[config.mk]
export PLATFORM = sky130hd
export DESIGN_NAME = csr_top
export DESIGN_NICKNAME = d
export VERILOG_FILES = /design/src/source/csr_pkg.sv /design/src/source/csr_top.sv /design/src/source/csr_exec.sv /design/src/source/elastic_buffer.sv /design/src/source/csr_regfile.sv /design/src/source/retire_counters.sv
export VERILOG_INCLUDE_DIRS = /design/src /design/src/source
export SDC_FILE = /design/constraint.sdc
export NUM_CORES = 1
export LEC_CHECK = 0
export BUFFER_PORTS_ARGS = -buffer_cell sky130_fd_sc_hd__buf_4
export CAP_MARGIN = 10
export CORE_MARGIN = 1.5
export CORE_UTILIZATION = 50
export CTS_CLUSTER_DIAMETER = 120
export DETAILED_ROUTE_END_ITERATION = 12
export PLACE_DENSITY_LB_ADDON = 0.08
export SETUP_SLACK_MARGIN = 0.3
export SLEW_MARGIN = 20
export SYNTH_ARGS = -nofsm -noshare
export SYNTH_HDL_FRONTEND = slang
export SYNTH_SLANG_ARGS = --single-unit
[constraint.sdc]
create_clock -name clk -period 11.8 [get_ports clk]
set_clock_uncertainty 0.2 [all_clocks]
set_input_delay 2.36 -clock clk [delete_from_list [all_inputs] [get_ports clk]]
set_output_delay 2.36 -clock clk [all_outputs]
set_load 0.05 [all_outputs]
[src/source/csr_cfg.svh]
/*
 * Build-time sizes and CSR address map for the CSR execution block.
 * Include this header wherever a width, a count or an address is needed.
 */
`ifndef CSR_CFG_SVH
`define CSR_CFG_SVH

`define XLEN            32
`define NUM_LANES       4
`define NUM_THREADS     8
`define NUM_WARPS       4
`define CSR_ADDR_BITS   12

// Derived index widths
`define WID_BITS        $clog2(`NUM_WARPS)
`define NT_BITS         $clog2(`NUM_THREADS)
`define PID_BITS        $clog2(`NUM_THREADS / `NUM_LANES)

`define CSR_FFLAGS      12'h001
`define CSR_FRM         12'h002
`define CSR_FCSR        12'h003
`define CSR_MSCRATCH    12'h340
`define CSR_CYCLE       12'hC00
`define CSR_INSTRET     12'hC02
`define CSR_THREAD_ID   12'hCC0
`define CSR_MHARTID     12'hF14

`endif
[src/source/csr_pkg.sv]
/*
 * Shared types of the CSR execution block: operation codes, the request
 * and result words, and the floating-point status word with its fields.
 */
`include "csr_cfg.svh"

package csr_pkg;

    typedef enum logic [1:0] {
        csr_rw = 2'd0,
        csr_rs = 2'd1,
        csr_rc = 2'd2
    } csr_op_e;

    // Rounding mode sits above the accrued exception flags, as in fcsr
    typedef struct packed {
        logic [2:0] frm;
        logic [4:0] fflags;
    } fcsr_fields_t;

    typedef union packed {
        logic [7:0]   word;
        fcsr_fields_t field;
    } fcsr_u;

    // One CSR instruction for a thread group of a warp
    typedef struct packed {
        logic [`WID_BITS-1:0]                wid;
        logic [`PID_BITS-1:0]                pid;
        csr_op_e                             op;
        logic [`CSR_ADDR_BITS-1:0]           addr;
        logic                                use_imm;
        logic [4:0]                          imm5;
        logic [`NUM_LANES-1:0][`XLEN-1:0]    rs1;
    } csr_req_t;

    // Old register value returned for every lane
    typedef struct packed {
        logic [`WID_BITS-1:0]                wid;
        logic [`PID_BITS-1:0]                pid;
        logic [`NUM_LANES-1:0][`XLEN-1:0]    data;
    } csr_rsp_t;

endpackage

[src/source/csr_top.sv]
/*
 * Top level of the CSR block. Requests enter on a valid/ready port and
 * old register values leave on a second valid/ready port.
 */
`include "csr_cfg.svh"

module csr_top #(
    parameter int CORE_ID = 0
) (
    input  logic                 clk,
    input  logic                 rst,
    input  logic                 req_valid,
    input  csr_pkg::csr_req_t    req,
    output logic                 req_ready,
    output logic                 rsp_valid,
    output csr_pkg::csr_rsp_t    rsp,
    input  logic                 rsp_ready
);

    logic [63:0]                 cycles;
    logic [63:0]                 instret;
    logic [`CSR_ADDR_BITS-1:0]   read_addr;
    logic [`WID_BITS-1:0]        read_wid;
    logic [`XLEN-1:0]            read_data;
    logic                        write_enable;
    logic [`WID_BITS-1:0]        write_wid;
    logic [`CSR_ADDR_BITS-1:0]   write_addr;
    logic [`XLEN-1:0]            write_data;
    logic                        retire;

    // A CSR instruction retires when its result is taken
    assign retire = rsp_valid && rsp_ready;

    retire_counters counters (
        .clk     (clk),
        .rst     (rst),
        .retire  (retire),
        .cycles  (cycles),
        .instret (instret)
    );

    csr_regfile regfile (
        .clk          (clk),
        .rst          (rst),
        .cycles       (cycles),
        .instret      (instret),
        .read_addr    (read_addr),
        .read_wid     (read_wid),
        .read_data    (read_data),
        .write_enable (write_enable),
        .write_wid    (write_wid),
        .write_addr   (write_addr),
        .write_data   (write_data)
    );

    csr_exec #(
        .CORE_ID (CORE_ID)
    ) exec (
        .clk          (clk),
        .rst          (rst),
        .req_valid    (req_valid),
        .req          (req),
        .req_ready    (req_ready),
        .rsp_valid    (rsp_valid),
        .rsp          (rsp),
        .rsp_ready    (rsp_ready),
        .read_addr    (read_addr),
        .read_wid     (read_wid),
        .read_data    (read_data),
        .write_enable (write_enable),
        .write_wid    (write_wid),
        .write_addr   (write_addr),
        .write_data   (write_data)
    );

endmodule

[src/source/csr_exec.sv]
/*
 * CSR execution unit. Decodes one request per cycle, reads the old value,
 * computes per-lane identity values and the write value, and pushes the
 * old values into a two-entry result buffer.
 */
`include "csr_cfg.svh"

module csr_exec #(
    parameter int CORE_ID = 0
) (
    input  logic                         clk,
    input  logic                         rst,
    input  logic                         req_valid,
    input  csr_pkg::csr_req_t            req,
    output logic                         req_ready,
    output logic                         rsp_valid,
    output csr_pkg::csr_rsp_t            rsp,
    input  logic                         rsp_ready,
    output logic [`CSR_ADDR_BITS-1:0]    read_addr,
    output logic [`WID_BITS-1:0]         read_wid,
    input  logic [`XLEN-1:0]             read_data,
    output logic                         write_enable,
    output logic [`WID_BITS-1:0]         write_wid,
    output logic [`CSR_ADDR_BITS-1:0]    write_addr,
    output logic [`XLEN-1:0]             write_data
);
    import csr_pkg::*;

    logic [`NUM_LANES-1:0][`XLEN-1:0] wtid;
    logic [`NUM_LANES-1:0][`XLEN-1:0] gtid;
    logic [`NUM_LANES-1:0][`XLEN-1:0] lane_data;
    logic [`XLEN-1:0]                 src;
    csr_rsp_t                         rsp_in;

    assign read_addr = req.addr;
    assign read_wid  = req.wid;

    // Each lane gets its thread id within the warp and its global hart id
    for (genvar i = 0; i < `NUM_LANES; i++) begin : g_lane
        assign wtid[i] = `XLEN'(req.pid) * `XLEN'(`NUM_LANES) + `XLEN'(i);
        assign gtid[i] = (`XLEN'(CORE_ID) << (`WID_BITS + `NT_BITS))
                       + (`XLEN'(req.wid) << `NT_BITS)
                       + wtid[i];
    end

    always_comb begin
        case (req.addr)
            `CSR_THREAD_ID: lane_data = wtid;
            `CSR_MHARTID:   lane_data = gtid;
            default:        lane_data = {`NUM_LANES{read_data}};
        endcase
    end

    // Source operand is uniform across the warp, so lane 0 supplies it
    assign src = req.use_imm ? `XLEN'(req.imm5) : req.rs1[0];

    always_comb begin
        case (req.op)
            csr_rw:  write_data = src;
            csr_rs:  write_data = read_data | src;
            default: write_data = read_data & ~src;
        endcase
    end

    // Set and clear with a zero source are pure reads
    assign write_enable = req_valid && req_ready && ((req.op == csr_rw) || (src != '0));
    assign write_wid    = req.wid;
    assign write_addr   = req.addr;

    assign rsp_in = '{wid: req.wid, pid: req.pid, data: lane_data};

    elastic_buffer #(
        .DATAW ($bits(csr_rsp_t))
    ) rsp_buf (
        .clk       (clk),
        .rst       (rst),
        .valid_in  (req_valid),
        .ready_in  (req_ready),
        .data_in   (rsp_in),
        .valid_out (rsp_valid),
        .data_out  (rsp),
        .ready_out (rsp_ready)
    );

endmodule

[src/source/elastic_buffer.sv]
/*
 * Two-entry valid/ready buffer with a registered output stage.
 * The input side is ready while either entry is free, so ready_in never
 * depends combinationally on ready_out and full throughput is kept.
 */
module elastic_buffer #(
    parameter int DATAW = 8
) (
    input  logic             clk,
    input  logic             rst,
    input  logic             valid_in,
    output logic             ready_in,
    input  logic [DATAW-1:0] data_in,
    output logic             valid_out,
    output logic [DATAW-1:0] data_out,
    input  logic             ready_out
);

    logic             skid_valid;
    logic [DATAW-1:0] skid_data;
    logic             push;
    logic             pop;

    // The skid entry only fills while the output entry is occupied
    assign ready_in = !skid_valid;
    assign push     = valid_in && ready_in;
    assign pop      = valid_out && ready_out;

    always_ff @(posedge clk) begin
        if (rst) begin
            valid_out  <= 1'b0;
            skid_valid <= 1'b0;
        end else if (pop) begin
            if (skid_valid) begin
                data_out   <= skid_data;
                skid_valid <= 1'b0;
            end else if (push) begin
                data_out <= data_in;
            end else begin
                valid_out <= 1'b0;
            end
        end else if (push) begin
            if (!valid_out) begin
                data_out  <= data_in;
                valid_out <= 1'b1;
            end else begin
                skid_data  <= data_in;
                skid_valid <= 1'b1;
            end
        end
    end

endmodule

[src/source/csr_regfile.sv]
/*
 * Per-warp CSR storage with a combinational read port and one write port.
 * Holds mscratch and the floating-point status word for each warp, and
 * maps the cycle and instret counters into the read-only address space.
 */
`include "csr_cfg.svh"

module csr_regfile (
    input  logic                         clk,
    input  logic                         rst,
    input  logic [63:0]                  cycles,
    input  logic [63:0]                  instret,
    input  logic [`CSR_ADDR_BITS-1:0]    read_addr,
    input  logic [`WID_BITS-1:0]         read_wid,
    output logic [`XLEN-1:0]             read_data,
    input  logic                         write_enable,
    input  logic [`WID_BITS-1:0]         write_wid,
    input  logic [`CSR_ADDR_BITS-1:0]    write_addr,
    input  logic [`XLEN-1:0]             write_data
);
    import csr_pkg::*;

    logic [`XLEN-1:0] mscratch [`NUM_WARPS];
    fcsr_u            fcsr     [`NUM_WARPS];

    // Unknown addresses read as zero
    always_comb begin
        case (read_addr)
            `CSR_FFLAGS: begin
                read_data = `XLEN'(fcsr[read_wid].field.fflags);
            end
            `CSR_FRM: begin
                read_data = `XLEN'(fcsr[read_wid].field.frm);
            end
            `CSR_FCSR: begin
                read_data = `XLEN'(fcsr[read_wid].word);
            end
            `CSR_MSCRATCH: begin
                read_data = mscratch[read_wid];
            end
            `CSR_CYCLE: begin
                read_data = cycles[`XLEN-1:0];
            end
            `CSR_INSTRET: begin
                read_data = instret[`XLEN-1:0];
            end
            default: begin
                read_data = '0;
            end
        endcase
    end

    // Write side. The counters and unknown addresses drop the write
    always_ff @(posedge clk) begin
        if (rst) begin
            for (int w = 0; w < `NUM_WARPS; w++) begin
                mscratch[w]  <= '0;
                fcsr[w].word <= '0;
            end
        end else if (write_enable) begin
            case (write_addr)
                `CSR_FFLAGS: begin
                    fcsr[write_wid].field.fflags <= write_data[4:0];
                end
                `CSR_FRM: begin
                    fcsr[write_wid].field.frm <= write_data[2:0];
                end
                `CSR_FCSR: begin
                    fcsr[write_wid].word <= write_data[7:0];
                end
                `CSR_MSCRATCH: begin
                    mscratch[write_wid] <= write_data;
                end
                default: begin
                end
            endcase
        end
    end

endmodule

[src/source/retire_counters.sv]
/*
 * Free-running cycle counter and a counter of delivered CSR results.
 * Both are 64 bits wide and clear on reset.
 */
module retire_counters (
    input  logic        clk,
    input  logic        rst,
    input  logic        retire,
    output logic [63:0] cycles,
    output logic [63:0] instret
);

    always_ff @(posedge clk) begin
        if (rst) begin
            cycles  <= 64'd0;
            instret <= 64'd0;
        end else begin
            cycles <= cycles + 64'd1;
            // One pulse per result handed to the consumer
            if (retire) begin
                instret <= instret + 64'd1;
            end
        end
    end

endmodule

; ---- Yosys cells after proc, flatten, opt, wreduce, memory -nomap -nowiden
; Memory sizes are Yosys's and may differ from the RTL's.
; Cells that the tools add are included.
[op_classes]
n_bitwise = 7
n_reduce_logical = 16
muxes = 39
n_addsub = 9
n_eq_ne = 12
[ops]
columns = operator, count
row1 = $mux W131, 5
row2 = $pmux W128 S2, 1
row3 = $pmux W32 S6, 1
row4 = $add A64 B1 Y64 const B, 2
row5 = $add A5 B32 Y32, 3
row6 = $mux W32, 2
row7 = $pmux W32 S2, 1
row8 = $eq A12 B12 Y1 const B, 4
row9 = $and A32 B32 Y32, 1
row10 = $not A32 Y32, 1
row11 = $or A32 B32 Y32, 1
row12 = $reduce_bool A32 Y1, 1
row13 = $reduce_or A32 Y1, 1
row14 = $eq A12 B2 Y1 const B, 2
row15 = $mux W1, 23
row16 = $eq A12 B1 Y1 const B, 1
row17 = $eq A12 B10 Y1 const B, 1
row18 = $add A3 B2 Y4 const B, 2
row19 = $mux W8, 1
row20 = $reduce_and A4 Y1, 2
row21 = $reduce_or A8 Y1, 1
row22 = $add A5 B3 Y6, 1
row23 = $mux W2, 3
row24 = $ne A2 B2 Y1 const B, 3
row25 = other kinds (14), 19
[word_totals]
out_inout_bits = 133
in_bits = 155
elab_cells = 91
mem_count = 2
ramBits = 160
register_bits = 392
[memory_table]
columns = name, words, word_bits, rd, rd_clocked_by_memory_dff, write_ports, line_no
row1 = regfile.mscratch, 4, 32, 1, 0, 4, csr_regfile.sv:23  ; logic [`XLEN-1:0] mscratch [`NUM_WARPS];
row2 = regfile.fcsr, 4, 8, 1, 0, 4, csr_regfile.sv:24  ; fcsr_u fcsr [`NUM_WARPS];

; ---- Longest topological paths before layout
; Gate-level depths: netlist of the first run.
[logic_depth]
word_depth = 10
ltp_mapped = 9

; ---- Hierarchy
; A second synthesis of the first run with hierarchy kept.
[hier_totals]
cells_unflattened = 1881
area_unflattened_um2 = 25009.0
[modules_own_cells]
columns = mod, cells_per_inst, area_per_inst_um2, n_inst
row1 = elastic_buffer, 420, 9918.3, 1
row2 = csr_regfile, 548, 7923.8, 1
row3 = retire_counters, 709, 5914.4, 1
row4 = csr_exec, 203, 1246.2, 1
row5 = csr_top, 1, 6.3, 1

; ---- Worst setup path after synthesis of the first run
; No wires, ideal clock.
[synth_timing]
path_type = input port to flip-flop
from = input port rst
to = register exec.rsp_buf.skid_data[100] (enable)
t_required_ns = 11.060
setup_slack_ns = 4.554
stages = 2
arrival_ns = 6.506
setup_time_ns = 0.540
cell_sequence = clkbuf_1 nor4b_1
[synth_between]
elab_chain_len = 2
[synth_lines]
columns = item, line_no
row1 = "start, declared", csr_top.sv:11  ; input logic rst,
row2 = $not A1 Y1 (no line), -
row3 = $reduce_and A4 Y1 (no line), -
row4 = "end signal, assigned", elastic_buffer.sv:47  ; skid_data <= data_in;
row5 = "end, declared", elastic_buffer.sv:20  ; logic [DATAW-1:0] skid_data;
; Every way passes these cells.
; A chain may end at the register's enable or synchronous reset.

==> impl_summary.md, run 1 <==
STA
At the pin with the least slew margin, the transition time is roughly 940 ps. Setup repair after global routing left no endpoint under its margin. The worst path meets setup with approximately 6300 ps of slack. The number of endpoints with negative hold slack in the final report is 0.

The final count of negative-setup-slack endpoints is 0. After routing, the total negative slack on setup checks comes to 0 ps. The share of the clock period used by the worst path is between 40% and 50%. Static timing analysis puts the maximum clock frequency at between 150 and 200 MHz.

The minimum period implied by the final worst setup slack is approximately 5500 ps. The count of final max-slew check failures is 0. The headroom to the max-slew limit is a little under two fifths.

Synth
The number of unique standard cell types used by synthesis is 64. The count of flip-flops with a built-in enable after synthesis is approximately 230. Of all flip-flops after synthesis, the portion carrying an async set or reset was 0%. The primary flip-flop cell chosen by synthesis mapping is sky130_fd_sc_hd__edfxtp_1. Of the synthesized area, sequential elements account for 56.4%. The number of synthesized register bits is 300. The Yosys step of the flow raised 0 warnings.

The largest total area in the synthesized netlist belongs to sky130_fd_sc_hd__edfxtp_1. The cell area that synthesis handed to floorplanning was ~15,000 µm². The average size of a mapped cell is roughly 12 µm².

The cell count after synthesis came out at around 1,300. Of the post-synthesis cell area, the dominant cell type holds a little under half. After synthesis, the cell types taking the most area are sky130_fd_sc_hd__edfxtp_1 (47%), sky130_fd_sc_hd__dfxtp_1 (8.9%), sky130_fd_sc_hd__nor2_1 (6.5%), sky130_fd_sc_hd__mux4_2 (6.1%), sky130_fd_sc_hd__buf_4 (4.8%).

The number of nets in the synthesized netlist is approximately 1,400.

Drt
The violation count after the first detailed-route iteration is about 950. Using the TritonRoute via totals, the vias-per-cell ratio works out to ~5.8. The first-pass iteration count of the detailed router is 5. The wire length per cell after detailed routing is around 21 µm. The total wire length is 37,100 µm. In this run the remaining antenna-violating nets after routing total 0. After detailed routing, the number of remaining DRC violations is 0. Summing over every cut layer, the via total after detailed routing is 10,100.

Clocking
The maximum level of the CTS H-tree is 1. The number of hold buffers added after cts is 0. Counting every sink on the clock net gives 300.

The post-CTS setup repair buffer count is 0. No sink is reached through more buffers than the 3 on the longest clock path. Clock tree synthesis inserted a total of 31 buffers. TritonCTS built the clock tree.

Clock-pin slew was measured on the worst setup and hold paths at about 60 ps. The number of gates resized after CTS was 0. The clock tree root buffer cell is sky130_fd_sc_hd__clkbuf_16.

The later-pin clock latency in the skew report is 570 ps.

Layout
The area of all placed cells without fillers is 16,800 µm². The fraction of final layout cells with drive strength greater than 1 is a little over a quarter. Once layout is complete, the utilization of the core stands at 58.0%. At the end of the flow, the number of nets in the layout was approximately 1,500. The final antenna diode count is 0. Relative to the synthesized area, the layout overhead comes to 13.3%.

Placement
The HPWL reported at the end of detailed placement is around 23,000 µm. At the end of routability-driven placement, the weighted congestion stood at about 0.85. The count of input and output buffers is 191. Prior to clock tree synthesis, the placed netlist has a worst setup slack of about 5700 ps. After detailed placement, the total cell area comes to 15,800 µm².

Global routing
The number of antenna violations at the first check in global routing was 0. The number of global-route vias before repair is 9,524. The total global routing track utilization is around 24%. Entering global routing, the biggest net connects 71 pins. The aggregate global routing overflow is 0. The first global-routing pass estimated roughly 56,000 µm of wire.

Power and ir drop
Overall power consumption after layout is estimated at between 2 and 2.5 mW. The power density over the cells is roughly 140 nW/µm². The analysis attributes to cell leakage a power of roughly 6.0 nW. The worst-case IR drop observed on VDD is 0.128 mV.

Floorplan
The die is about 180 µm wide. Once the floorplan was initialized, standard cells occupied between 50% and 60% of the core. The number of rows in the core area is 62. The number of top-level pins is between 200 and 300. The floorplan core area is ~29,000 µm². The die is approximately 180 µm tall.

The die outline area is roughly 31,000 µm².

Status
The flow ran to the end, and the final reports show no timing, DRC or antenna violations.

Setup path
For the worst setup path, the data arrival time is 5700 ps. In this run the worst path has a maximum fanout of 35. The type of origin of the critical path is an input pin. By startpoint and endpoint, the worst setup path is classified as in2reg. STA classifies the critical path endpoint as a flop. The data required time of the worst path is approximately 12,000 ps.

Flow run
The tool flagged a number of max-cap violations equal to 0.

Min path
The min-delay analysis places its worst path in the category reg2reg.
[per-stage QoR]
step / cells / hold slack (ps)
2_1_floorplan: 1260 / 228
6_report: 1743 / 276
4_1_cts: 1743 / 277
3_5_place_dp: 1685 / 262
3_3_place_gp: 1685 / 246
5_1_grt: 1743 / 321
[final cells by class]
cell class / count / area [µm²]
fill: 2407 / 12200
sequential: 300 / 8350
multi-input combinational: 788 / 5390
timing repair buffer: 200 / 1500
clock buffer: 34 / 787
tap: 384 / 480
clock inverter: 24 / 220
inverter: 13 / 48.8
[worst max-delay path, stage by stage]
cell and delay [ps]:
sky130_fd_sc_hd__buf_4 130, sky130_fd_sc_hd__nor4_1 740, sky130_fd_sc_hd__and3_2 870, sky130_fd_sc_hd__nand4_4 760, sky130_fd_sc_hd__nand2b_4 600, sky130_fd_sc_hd__nor2_1 210
[cells in the final DEF, fill, tap and decap left out, types with 13 or more instances in the layout]
cell type                   synthesis  routed
sky130_fd_sc_hd__nand2_1           80      78
sky130_fd_sc_hd__a31oi_1           29      29
sky130_fd_sc_hd__o21ai_2           21      21
sky130_fd_sc_hd__xor2_1            38      38
sky130_fd_sc_hd__a22oi_1           22      22
sky130_fd_sc_hd__mux2i_1           14      14
sky130_fd_sc_hd__xnor2_1           15      15
sky130_fd_sc_hd__edfxtp_1         234     234
sky130_fd_sc_hd__nand4_1           32      32
sky130_fd_sc_hd__a21oi_1           15      15
sky130_fd_sc_hd__clkbuf_16          0      31
sky130_fd_sc_hd__mux2_2            37      37
sky130_fd_sc_hd__nand3_1           25      25
sky130_fd_sc_hd__dfxtp_1           66      66
sky130_fd_sc_hd__mux4_2            40      40
sky130_fd_sc_hd__clkinv_1           1      13
sky130_fd_sc_hd__nand2b_1          27      27
sky130_fd_sc_hd__buf_4             95     200
sky130_fd_sc_hd__nor2_1           256     256
[power by group]
part	internal, mW	leakage, nW	switching [mW]	total, mW
logic	0.0696	2.70	0.150	0.220
clock network	0.566	0.494	0.411	0.978
registers	1.16	2.80	0.0120	1.18
total	1.80	6.00	0.573	2.37
[kinds of logic after synthesis]
group / share of synthesized area, %
buffers and inverters: 7.31
XOR/XNOR: 3.14
AO/OA/AOI/OAI: 5.97
AND/OR/NAND/NOR: 17.2
multiplexers: 9.85
adder cells (fa/ha/maj): 0.169
flip-flops: 56.4
[flip-flops by register name (all words and copies together), names as in the netlist]
| register | cells |
|---|---|
| regfile.mscratch | 128 |
| exec.rsp_buf.valid_out | 1 |
| counters.instret | 32 |
| counters.cycles | 32 |
| exec.rsp_buf.skid_data | 37 |
| regfile.fcsr | 32 |
| exec.rsp_buf.skid_valid | 1 |
| exec.rsp_buf.data_out | 37 |
[layer usage]
layer	GRT usage [%]	share of wire [%]	up-vias
met2	39.2	48	367
met3	2.94	6.7	50
met4	5.73	2.0	0
met1	34.9	44	4993
met5	0	0	-
li1	-	-	4644
[Yosys cell counts, types with 5 or more instances]
cell type                  count
sky130_fd_sc_hd__a31oi_1      29
sky130_fd_sc_hd__buf_4        95
sky130_fd_sc_hd__and3_1       12
sky130_fd_sc_hd__buf_2        16
sky130_fd_sc_hd__nand2_1      80
sky130_fd_sc_hd__mux4_2       40
sky130_fd_sc_hd__mux2_2       37
sky130_fd_sc_hd__dfxtp_1      66
sky130_fd_sc_hd__a21oi_1      15
sky130_fd_sc_hd__nand4_1      32
sky130_fd_sc_hd__xnor2_1      15
sky130_fd_sc_hd__clkbuf_1     29
sky130_fd_sc_hd__mux2i_1      14
sky130_fd_sc_hd__or3_1         9
sky130_fd_sc_hd__nor3_1        9
sky130_fd_sc_hd__nand2b_1     27
sky130_fd_sc_hd__nand3_1      25
sky130_fd_sc_hd__buf_1        11
sky130_fd_sc_hd__and2_1       10
sky130_fd_sc_hd__xor2_1       38
sky130_fd_sc_hd__o211ai_1      7
sky130_fd_sc_hd__and4_1        7
sky130_fd_sc_hd__edfxtp_1    234
sky130_fd_sc_hd__o21ai_0       8
sky130_fd_sc_hd__o21ai_1       6
sky130_fd_sc_hd__o21ai_2      21
sky130_fd_sc_hd__buf_6         8
sky130_fd_sc_hd__a22oi_1      22
sky130_fd_sc_hd__nor4b_1       5
sky130_fd_sc_hd__inv_1        12
sky130_fd_sc_hd__nor4_1       12
sky130_fd_sc_hd__nor2_1      256
[worst paths after layout]
path / from / endpoint / slack (ps) / cells past startpoint
setup / recovery: req[138] / regfile.mscratch[0][27]$_SDFFCE_PN0P_ / 6300 / 6
setup reg to reg: exec.rsp_buf.skid_valid$_SDFFE_PP0P_ / regfile.mscratch[2][30]$_SDFFCE_PN0P_ / 9050 / 7
hold reg to reg: counters.cycles[0]$_SDFF_PP0_ / counters.cycles[0]$_SDFF_PP0_ / 280 / 1
hold / removal: counters.cycles[0]$_SDFF_PP0_ / counters.cycles[0]$_SDFF_PP0_ / 280 / 1
Power figures use the tool's default switching activity.
==> run 2: changes to the inputs <==
ABC_AREA = 1   (was not set)
clock period = 5.59 ns   (was 11.8 ns; I/O delays follow)
==> impl_summary.md, run 2 <==
Power and ir drop
The share of power burned in the clock network is 42.0% (+0.8 points). The internal power was 3.81 mW (+110%). The leakage power of the design is 7.08 nW (+18%). The largest vdd supply drop is 0.204 mV (+60%). The power spent charging and discharging nets was 1.27 mW (+120%).

The share of total power consumed by net switching is 25.1% (+0.90 points). The combinational group share of total power is 9.3% (about the same). The power density over the cells is 287 nW/µm² (+100%). The part of the total power dissipated in sequential elements is 48.7% (-0.9 points).

Global routing
The total global routing track utilization is 25.9% (+1.7 points). The number of antenna violations at the first check in global routing is 0 (unchanged). The aggregate global routing overflow came to 0 (unchanged).

The first-pass GRT wire length is 62,100 µm (+10%). The pin count of the biggest net entering global routing was 52 (-27%). The number of global-route vias before repair was 11,200 (+17%).

Drt
The wire length per cell after detailed routing is 18.2 µm (-14%). The remaining routing DRC violations is 0 (unchanged). The violation count after the first detailed-route iteration was 1,134 (+20%). The first-pass iteration count of the detailed router was 7 (+2). The number of nets still failing antenna checks after routing is 0 (unchanged). The average vias per placed instance is 5.51 (-4.5%). The total wire length is 41,700 µm (+13%). The routed via count was 12,600 (+26%).

Synth
The sequential area share after synthesis was 54.1% (-2.3 points). The number of synthesized register bits is 300 (unchanged). The primary flip-flop cell chosen by synthesis mapping is sky130_fd_sc_hd__edfxtp_1.

The async set or reset register ratio after synthesis is 0% (unchanged). The largest total area in the synthesized netlist belongs to sky130_fd_sc_hd__edfxtp_1. The average size of a mapped cell is 8.69 µm² (-26%). The number of standard cells after synthesis is 1,778 (+41%). The area share of the largest cell type after synthesis is 45.5% (-2.0 points). The area of the mapped netlist is 15,400 µm² (+4.3%). The net count of the mapped netlist was 1,935 (+37%). In the post-synthesis netlist, the biggest area contributors are sky130_fd_sc_hd__edfxtp_1 (45%), sky130_fd_sc_hd__dfxtp_1 (8.6%), sky130_fd_sc_hd__nand2_1 (8.2%), sky130_fd_sc_hd__nor2_1 (6.4%), sky130_fd_sc_hd__inv_1 (4.8%). The count of flip-flops with a built-in enable after synthesis is 234 (unchanged). The warning count from the yosys run is 0 (unchanged). The number of unique standard cell types used by synthesis is 43 (-33%).

sky130_fd_sc_hd__nand2_1 is the most common cell in the netlist. Ranked by instance count, the synthesized netlist is headed by sky130_fd_sc_hd__nand2_1 (336), sky130_fd_sc_hd__nor2_1 (262), sky130_fd_sc_hd__edfxtp_1 (234).

Layout
In the final layout, the registers with the most flip-flops are regfile.mscratch: 128 flops, exec.rsp_buf.data_out: 37 flops, exec.rsp_buf.skid_data: 37 flops. The fraction of final layout cells with drive strength greater than 1 is 15.8% (-11 points). The final antenna diode count is 0 (unchanged). The final net count is 2,027 (+36%). Counting flops per register, the top entry is regfile.mscratch.

The flip-flop count of the largest register after layout is 128 (unchanged). The leading cell type in the layout, fill and taps excluded is sky130_fd_sc_hd__nand2_1. The fraction of the core area covered by cells at the end of the flow is 58.1% (+0.12 points). In the layout the commonest cells are sky130_fd_sc_hd__nand2_1 (334), sky130_fd_sc_hd__nor2_1 (260), sky130_fd_sc_hd__edfxtp_1 (234).

The area added between synthesis and finish is 14.8%.

Placement
The routability congestion estimate was 0.904 (+5.9%). The count of input and output buffers is 191 (unchanged). The HPWL reported at the end of detailed placement is 29,100 µm (+24%).

Setup path
The arrival time reported for the critical path endpoint came to 4200 ps (-1500 ps). The longest individual stage delay on the worst path is 840 ps (-30 ps). The total buffers and inverters traversed by the critical path is 4 (+3). STA classifies the critical path startpoint as an input pin. The worst reg-to-reg setup slack is 3060 ps (-5990 ps). The element type at the critical path end is a flop. The top fanout value on the critical path was 51 (+46%). The kind of cell with the highest combined delay on the critical path is simple AND/OR/NAND/NOR gates. The kind of critical path is in2reg. Traced cell by cell, the critical path runs through buf_4 -> inv_2 -> buf_4 -> nand2_1 -> nand2_1 -> nor2_1 -> nand3_1 -> nor2_1 -> nand2_2 -> nand4_1 -> buf_12 -> nor3_1. The critical path's slowest cell is sky130_fd_sc_hd__nand4_1. The data required time of the worst path is 5740 ps (-6260 ps).

STA
The minimum period implied by the final worst setup slack is ~4000 ps. The maximum clock frequency is ~250 MHz. The share of the clock period used by the worst path is roughly 72%. The final count of negative-setup-slack endpoints was 0 (unchanged). The worst slack on hold paths is 269 ps (-7.43 ps). The worst-margin pin slew is 1090 ps (+150 ps).

The number of endpoints with negative hold slack in the final report was 0 (unchanged). Setup repair after global routing left no endpoint under its margin. The post-route setup TNS is 0 ps (unchanged). The headroom to the max-slew limit is 27.3% (-10 points). The count of final max-slew check failures came to 0 (unchanged).

Floorplan
The chip height is 179 µm (+2.1%). The starting utilization of the core area is 50.6% (-0.54 points). The horizontal die dimension is 179 µm (+2.1%). The number of top-level pins came to 288 (unchanged). The floorplan core area is 30,500 µm² (+5.4%). The die outline area was 32,000 µm² (+4.2%). The number of rows in the core area came to 64 (+3.2%).

Clocking
The clock sink count is 300 (unchanged). The post-CTS setup repair buffer count was 0 (unchanged). The number of buffers on the longest clock path is 3 (unchanged). The maximum level of the CTS H-tree was 2 (+1). The number of instances resized during post-cts repair was 0 (unchanged). TritonCTS built the clock tree. The number of hold buffers added after cts was 0 (unchanged).

The number of clock buffers inserted by TritonCTS is 35 (+13%). The clock tree root buffer cell is sky130_fd_sc_hd__clkbuf_16. The clock-pin transition on the worst setup and hold timing paths is 60 ps (about the same). The later-pin clock latency in the skew report came to 520 ps (-50 ps).

Min path
The type of the worst min-delay path is reg2reg.

Flow run
The count of maximum capacitance violations came to 0 (unchanged).

Status
The run finished with clean final reports.
## run 2: changes by cell type after synthesis, moves of 26 or more
cell	previous run	this run
sky130_fd_sc_hd__nand2_1	80	336
sky130_fd_sc_hd__inv_1	12	197
sky130_fd_sc_hd__a21oi_1	15	103
sky130_fd_sc_hd__nor3_1	9	88
sky130_fd_sc_hd__o21ai_0	8	63
sky130_fd_sc_hd__o22ai_1	0	50
sky130_fd_sc_hd__nand3_1	25	70
sky130_fd_sc_hd__mux4_2	40	0
sky130_fd_sc_hd__mux2_2	37	0
sky130_fd_sc_hd__xor2_1	38	6
sky130_fd_sc_hd__nand2b_1	27	0
sky130_fd_sc_hd__a31oi_1	29	3
## run 2: cell families (layout without fill, tap and decap cells)
logic type                 count (synthesis)  after routing  share of synthesized area [%]
xor gates and xnor gates                   8              8                          0.454
and+or+nand+nor                          802            802                           21.8
muxes                                     26             26                           1.69
AOI/OAI and AO/OA                        272            272                           10.4
DFF                                      300            300                           54.1
buffers and inverters                    368            485                           11.5
adders and majority gates                  2              2                          0.162
## run 2: worst register-to-register path: stages (launching register included)
cell and delay, ps:
sky130_fd_sc_hd__dfxtp_1 320, sky130_fd_sc_hd__nor2_1 100, sky130_fd_sc_hd__buf_4 180, sky130_fd_sc_hd__nand4_1 850, sky130_fd_sc_hd__buf_12 510, sky130_fd_sc_hd__nor3_1 220
## run 2: worst paths after layout
kind                                                      startpoint                                     to  cells after the start
worst max-delay path                                        req[133]  regfile.mscratch[2][24]$_SDFFCE_PN0P_                     12
worst min-delay path                   counters.cycles[0]$_SDFF_PP0_          counters.cycles[0]$_SDFF_PP0_                      1
worst max register to register  exec.rsp_buf.skid_valid$_SDFFE_PP0P_  regfile.mscratch[2][24]$_SDFFCE_PN0P_                      5
worst min register to register         counters.cycles[0]$_SDFF_PP0_          counters.cycles[0]$_SDFF_PP0_                      1
## run 2: power groups by stage
stage               Sequential [mW]  Clock (mW)  Combinational, mW
detailed placement             2.52           0              0.471
global route                   2.48        2.25              0.507
finish                         2.48        2.14              0.475
global placement               2.52           0              0.468
CTS                            2.48        2.16              0.473
floorplan                      2.55           0              0.286
## run 2: metal layers
metal / wire length (µm) / vias up / part of all wire, % / track usage (%)
met5: 0 / - / 0 / 0
met4: 1070 / 0 / 2.6 / 7.85
met3: 3170 / 62 / 7.6 / 3.29
met2: 18600 / 500 / 45 / 39.6
met1: 18900 / 5973 / 45 / 38.3
li1: - / 6090 / - / -
## run 2: per-stage QoR
step           instance area [µm²]  setup slack [ps]  std cells  total power [mW]
2_1_floorplan                15400               356       1778              2.84
3_3_place_gp                 16700              1080       2229              2.99
3_5_place_dp                 16700              1070       2229              3.00
4_1_cts                      17700              1600       2291              5.11
5_1_grt                      17700              1290       2291              5.24
6_report                     17700              1540       2291              5.09
## run 2: area by class of cell
type,count,area [µm²]
Fill cell,2759,12800
Sequential cell,300,8350
Multi-Input combinational cell,1110,5360
Timing Repair Buffer,221,1700
Clock buffer,48,976
Inverter,202,758
Tap cell,396,495
Clock inverter,14,93.8
==> run 3: changes to the inputs <==
clock period = 4.2 ns   (was 5.59 ns; I/O delays follow)
==> impl_summary.md, run 3 (synthesis gave the netlist of run 2 again) <==
Floorplan
The number of rows in the core area is 64 (unchanged). The horizontal die dimension is 179 µm (unchanged). The die outline area is 32,000 µm² (unchanged). The chip height is 179 µm (unchanged). The floorplan core area is 30,500 µm² (unchanged). The starting utilization of the core area came to 50.6% (unchanged). The number of top-level pins was 288 (unchanged).

STA
The worst-margin pin slew is 988 ps (-101 ps). The worst slack on hold paths is 269 ps (-0.0130 ps). After layout, the worst path uses between 80% and 90% of the clock period. Derived from the worst setup path, the maximum achievable clock frequency is between 200 and 300 MHz. The headroom to the max-slew limit came to 34.1% (+6.8 points). The count of final max-slew check failures was 0 (unchanged).

The number of endpoints with negative hold slack in the final report was 0 (unchanged). The clock period could shrink to between 3000 and 4000 ps. Setup repair after global routing left no endpoint under its margin. The post-route setup TNS is 0 ps (unchanged).

The final count of negative-setup-slack endpoints came to 0 (unchanged).

Drt
The remaining routing DRC violations is 0 (unchanged). The routed via count came to 12,600 (+0.055%). The first-pass iteration count of the detailed router came to 5 (-2). The wire length per cell after detailed routing is 18.1 µm (-0.69%). The average vias per placed instance is 5.49 (-0.42%). The number of nets still failing antenna checks after routing is 0 (unchanged). The violation count after the first detailed-route iteration is 1,153 (+1.7%). The total wire length is 41,600 µm (-0.21%).

Global routing
The busiest layer in global routing is met2. The number of antenna violations at the first check in global routing is 0 (unchanged). The aggregate global routing overflow is 0 (unchanged). The total global routing track utilization is 26.3% (+0.42 points). The first-pass GRT wire length is 63,700 µm (+2.6%). The met3 demand-to-capacity share in global routing is 3.86% (+0.57 points). The met2 usage in global routing is 40.1% (+0.45 points). The pin count of the biggest net entering global routing is 82 (+58%). The number of global-route vias before repair is 11,300 (+1.5%).

The global-route met1 utilization is 39.3% (+1.0 points).

Layout
The area added between synthesis and finish is 15.8%. The fraction of final layout cells with drive strength greater than 1 was 16.3% (+0.43 points). The final antenna diode count was 0 (unchanged). The area of all placed cells without fillers is 17,900 µm² (+0.85%). The flip-flop count of the largest register after layout is 128 (unchanged). In the layout the commonest cells are sky130_fd_sc_hd__nand2_1 (334), sky130_fd_sc_hd__nor2_1 (260), sky130_fd_sc_hd__edfxtp_1 (234).

The final net count is 2,040 (+0.64%). Leaving out fill and tap cells, the most frequent cell in the layout is sky130_fd_sc_hd__nand2_1. More flip-flops sit in one register than any other, and that register is regfile.mscratch.

The largest registers in the layout are regfile.mscratch: 128 flops, exec.rsp_buf.data_out: 37 flops, exec.rsp_buf.skid_data: 37 flops.

Clocking
The clock sink count came to 300 (unchanged). The number of instances resized during post-cts repair was 0 (unchanged). The post-CTS setup repair buffer count was 0 (unchanged). The clock tree root buffer cell is sky130_fd_sc_hd__clkbuf_16. The clock-pin transition on the worst setup and hold timing paths is 60 ps (about the same). The later-pin clock latency in the skew report was 510 ps (about the same). TritonCTS built the clock tree.

The number of buffers on the longest clock path is 3 (unchanged). The number of hold buffers added after cts is 0 (unchanged). The number of clock buffers inserted by TritonCTS is 35 (unchanged). The maximum level of the CTS H-tree is 2 (unchanged).

Min path
The origin of the worst min-delay path is counters.cycles[0]$_SDFF_PP0_. The type of the worst min-delay path is reg2reg.

Setup path
The worst-case reg-to-reg path depth was 10 (+5). The terminus of the critical flop-to-flop path is counters.instret[26]$_SDFFE_PP0P_. The worst reg-to-reg setup slack came to 1690 ps (-1370 ps).

The worst setup path is captured at a flop. The arrival time reported for the critical path endpoint was 3370 ps (-830 ps). The last element of the critical path is regfile.mscratch[3][0]$_DFFE_PP_. The data required time of the worst path is 4210 ps (-1530 ps). The kind of critical path is in2reg. Tracing the worst setup path back leads to its startpoint at req[133]. The reg-to-reg critical path startpoint is exec.rsp_buf.valid_out$_SDFFE_PP0P_. The top fanout value on the critical path was 46 (-9.8%). The type of origin of the critical path is an input pin.

Status
The flow ran to the end, and the final reports show no timing, DRC or antenna violations.

Power and ir drop
The largest vdd supply drop is 0.266 mV (+31%). The power density over the cells is 384 nW/µm² (+34%). The leakage power of the design is 7.17 nW (+1.3%).

Placement
The HPWL reported at the end of detailed placement is 29,400 µm (+1.1%). The routability congestion estimate came to 0.963 (+6.5%). The count of input and output buffers is 191 (unchanged).

The placed cell area is 16,800 µm² (+0.81%).

Flow run
The count of maximum capacitance violations came to 0 (unchanged).
-- run 3: per-layer routing --
metal / share of wire [%] / vias up / routed length, µm
met4: 2.4 / 0 / 984
met3: 7.7 / 67 / 3190
met2: 44 / 495 / 18400
met1: 46 / 5957 / 19000
met5: 0 / - / 0
li1: - / 6113 / -
-- run 3: how the worst min path moves through the flow --
| stage | to | depth (start not counted) | slack, ps |
|---|---|---|---|
| 2_1_floorplan | counters.cycles[0]$_SDFF_PP0_ | 1 | 230 |
| 3_3_place_gp | counters.cycles[0]$_SDFF_PP0_ | 1 | 250 |
| 3_5_place_dp | counters.cycles[0]$_SDFF_PP0_ | 1 | 260 |
| 4_1_cts | counters.cycles[0]$_SDFF_PP0_ | 1 | 270 |
| 5_1_grt | counters.instret[6]$_SDFFE_PP0P_ | 2 | 310 |
| 6_report | counters.cycles[0]$_SDFF_PP0_ | 1 | 270 |
-- run 3: worst max-delay path: stages --
cell and delay, ps:
sky130_fd_sc_hd__buf_4 140, sky130_fd_sc_hd__inv_2 260, sky130_fd_sc_hd__buf_12 250, sky130_fd_sc_hd__o21ai_0 120
sky130_fd_sc_hd__nand2_1 80, sky130_fd_sc_hd__nor2_1 50, sky130_fd_sc_hd__nand2_1 50, sky130_fd_sc_hd__nor2_1 50
sky130_fd_sc_hd__nand2_2 170, sky130_fd_sc_hd__nand3_1 210, sky130_fd_sc_hd__o21ai_2 820, sky130_fd_sc_hd__buf_12 270
-- run 3: report_power, final --
group / switching [mW] / internal, mW / leakage [nW]
Sequential: 0.0307 / 3.27 / 2.86
Combinational: 0.463 / 0.182 / 3.77
Clock: 1.20 / 1.73 / 0.535
-- run 3: area by class of cell --
class                           instances  area, µm²
Timing Repair Buffer                  234       1830
Sequential cell                       300       8350
Clock inverter                         15        130
Multi-Input combinational cell       1110       5360
Clock buffer                           45        955
Inverter                              202        758
Tap cell                              396        495
Fill cell                            2684      12600
-- run 3: per-stage QoR --
step / setup slack (ps) / utilization [%] / cells / power [mW]
3_5_place_dp: 386 / 55.0 / 2242 / 4.00
4_1_cts: 897 / 58.6 / 2302 / 6.89
6_report: 837 / 58.6 / 2302 / 6.87
5_1_grt: 679 / 58.6 / 2302 / 7.06
3_3_place_gp: 465 / 55.0 / 2242 / 3.99
2_1_floorplan: -402 / - / 1778 / 3.78
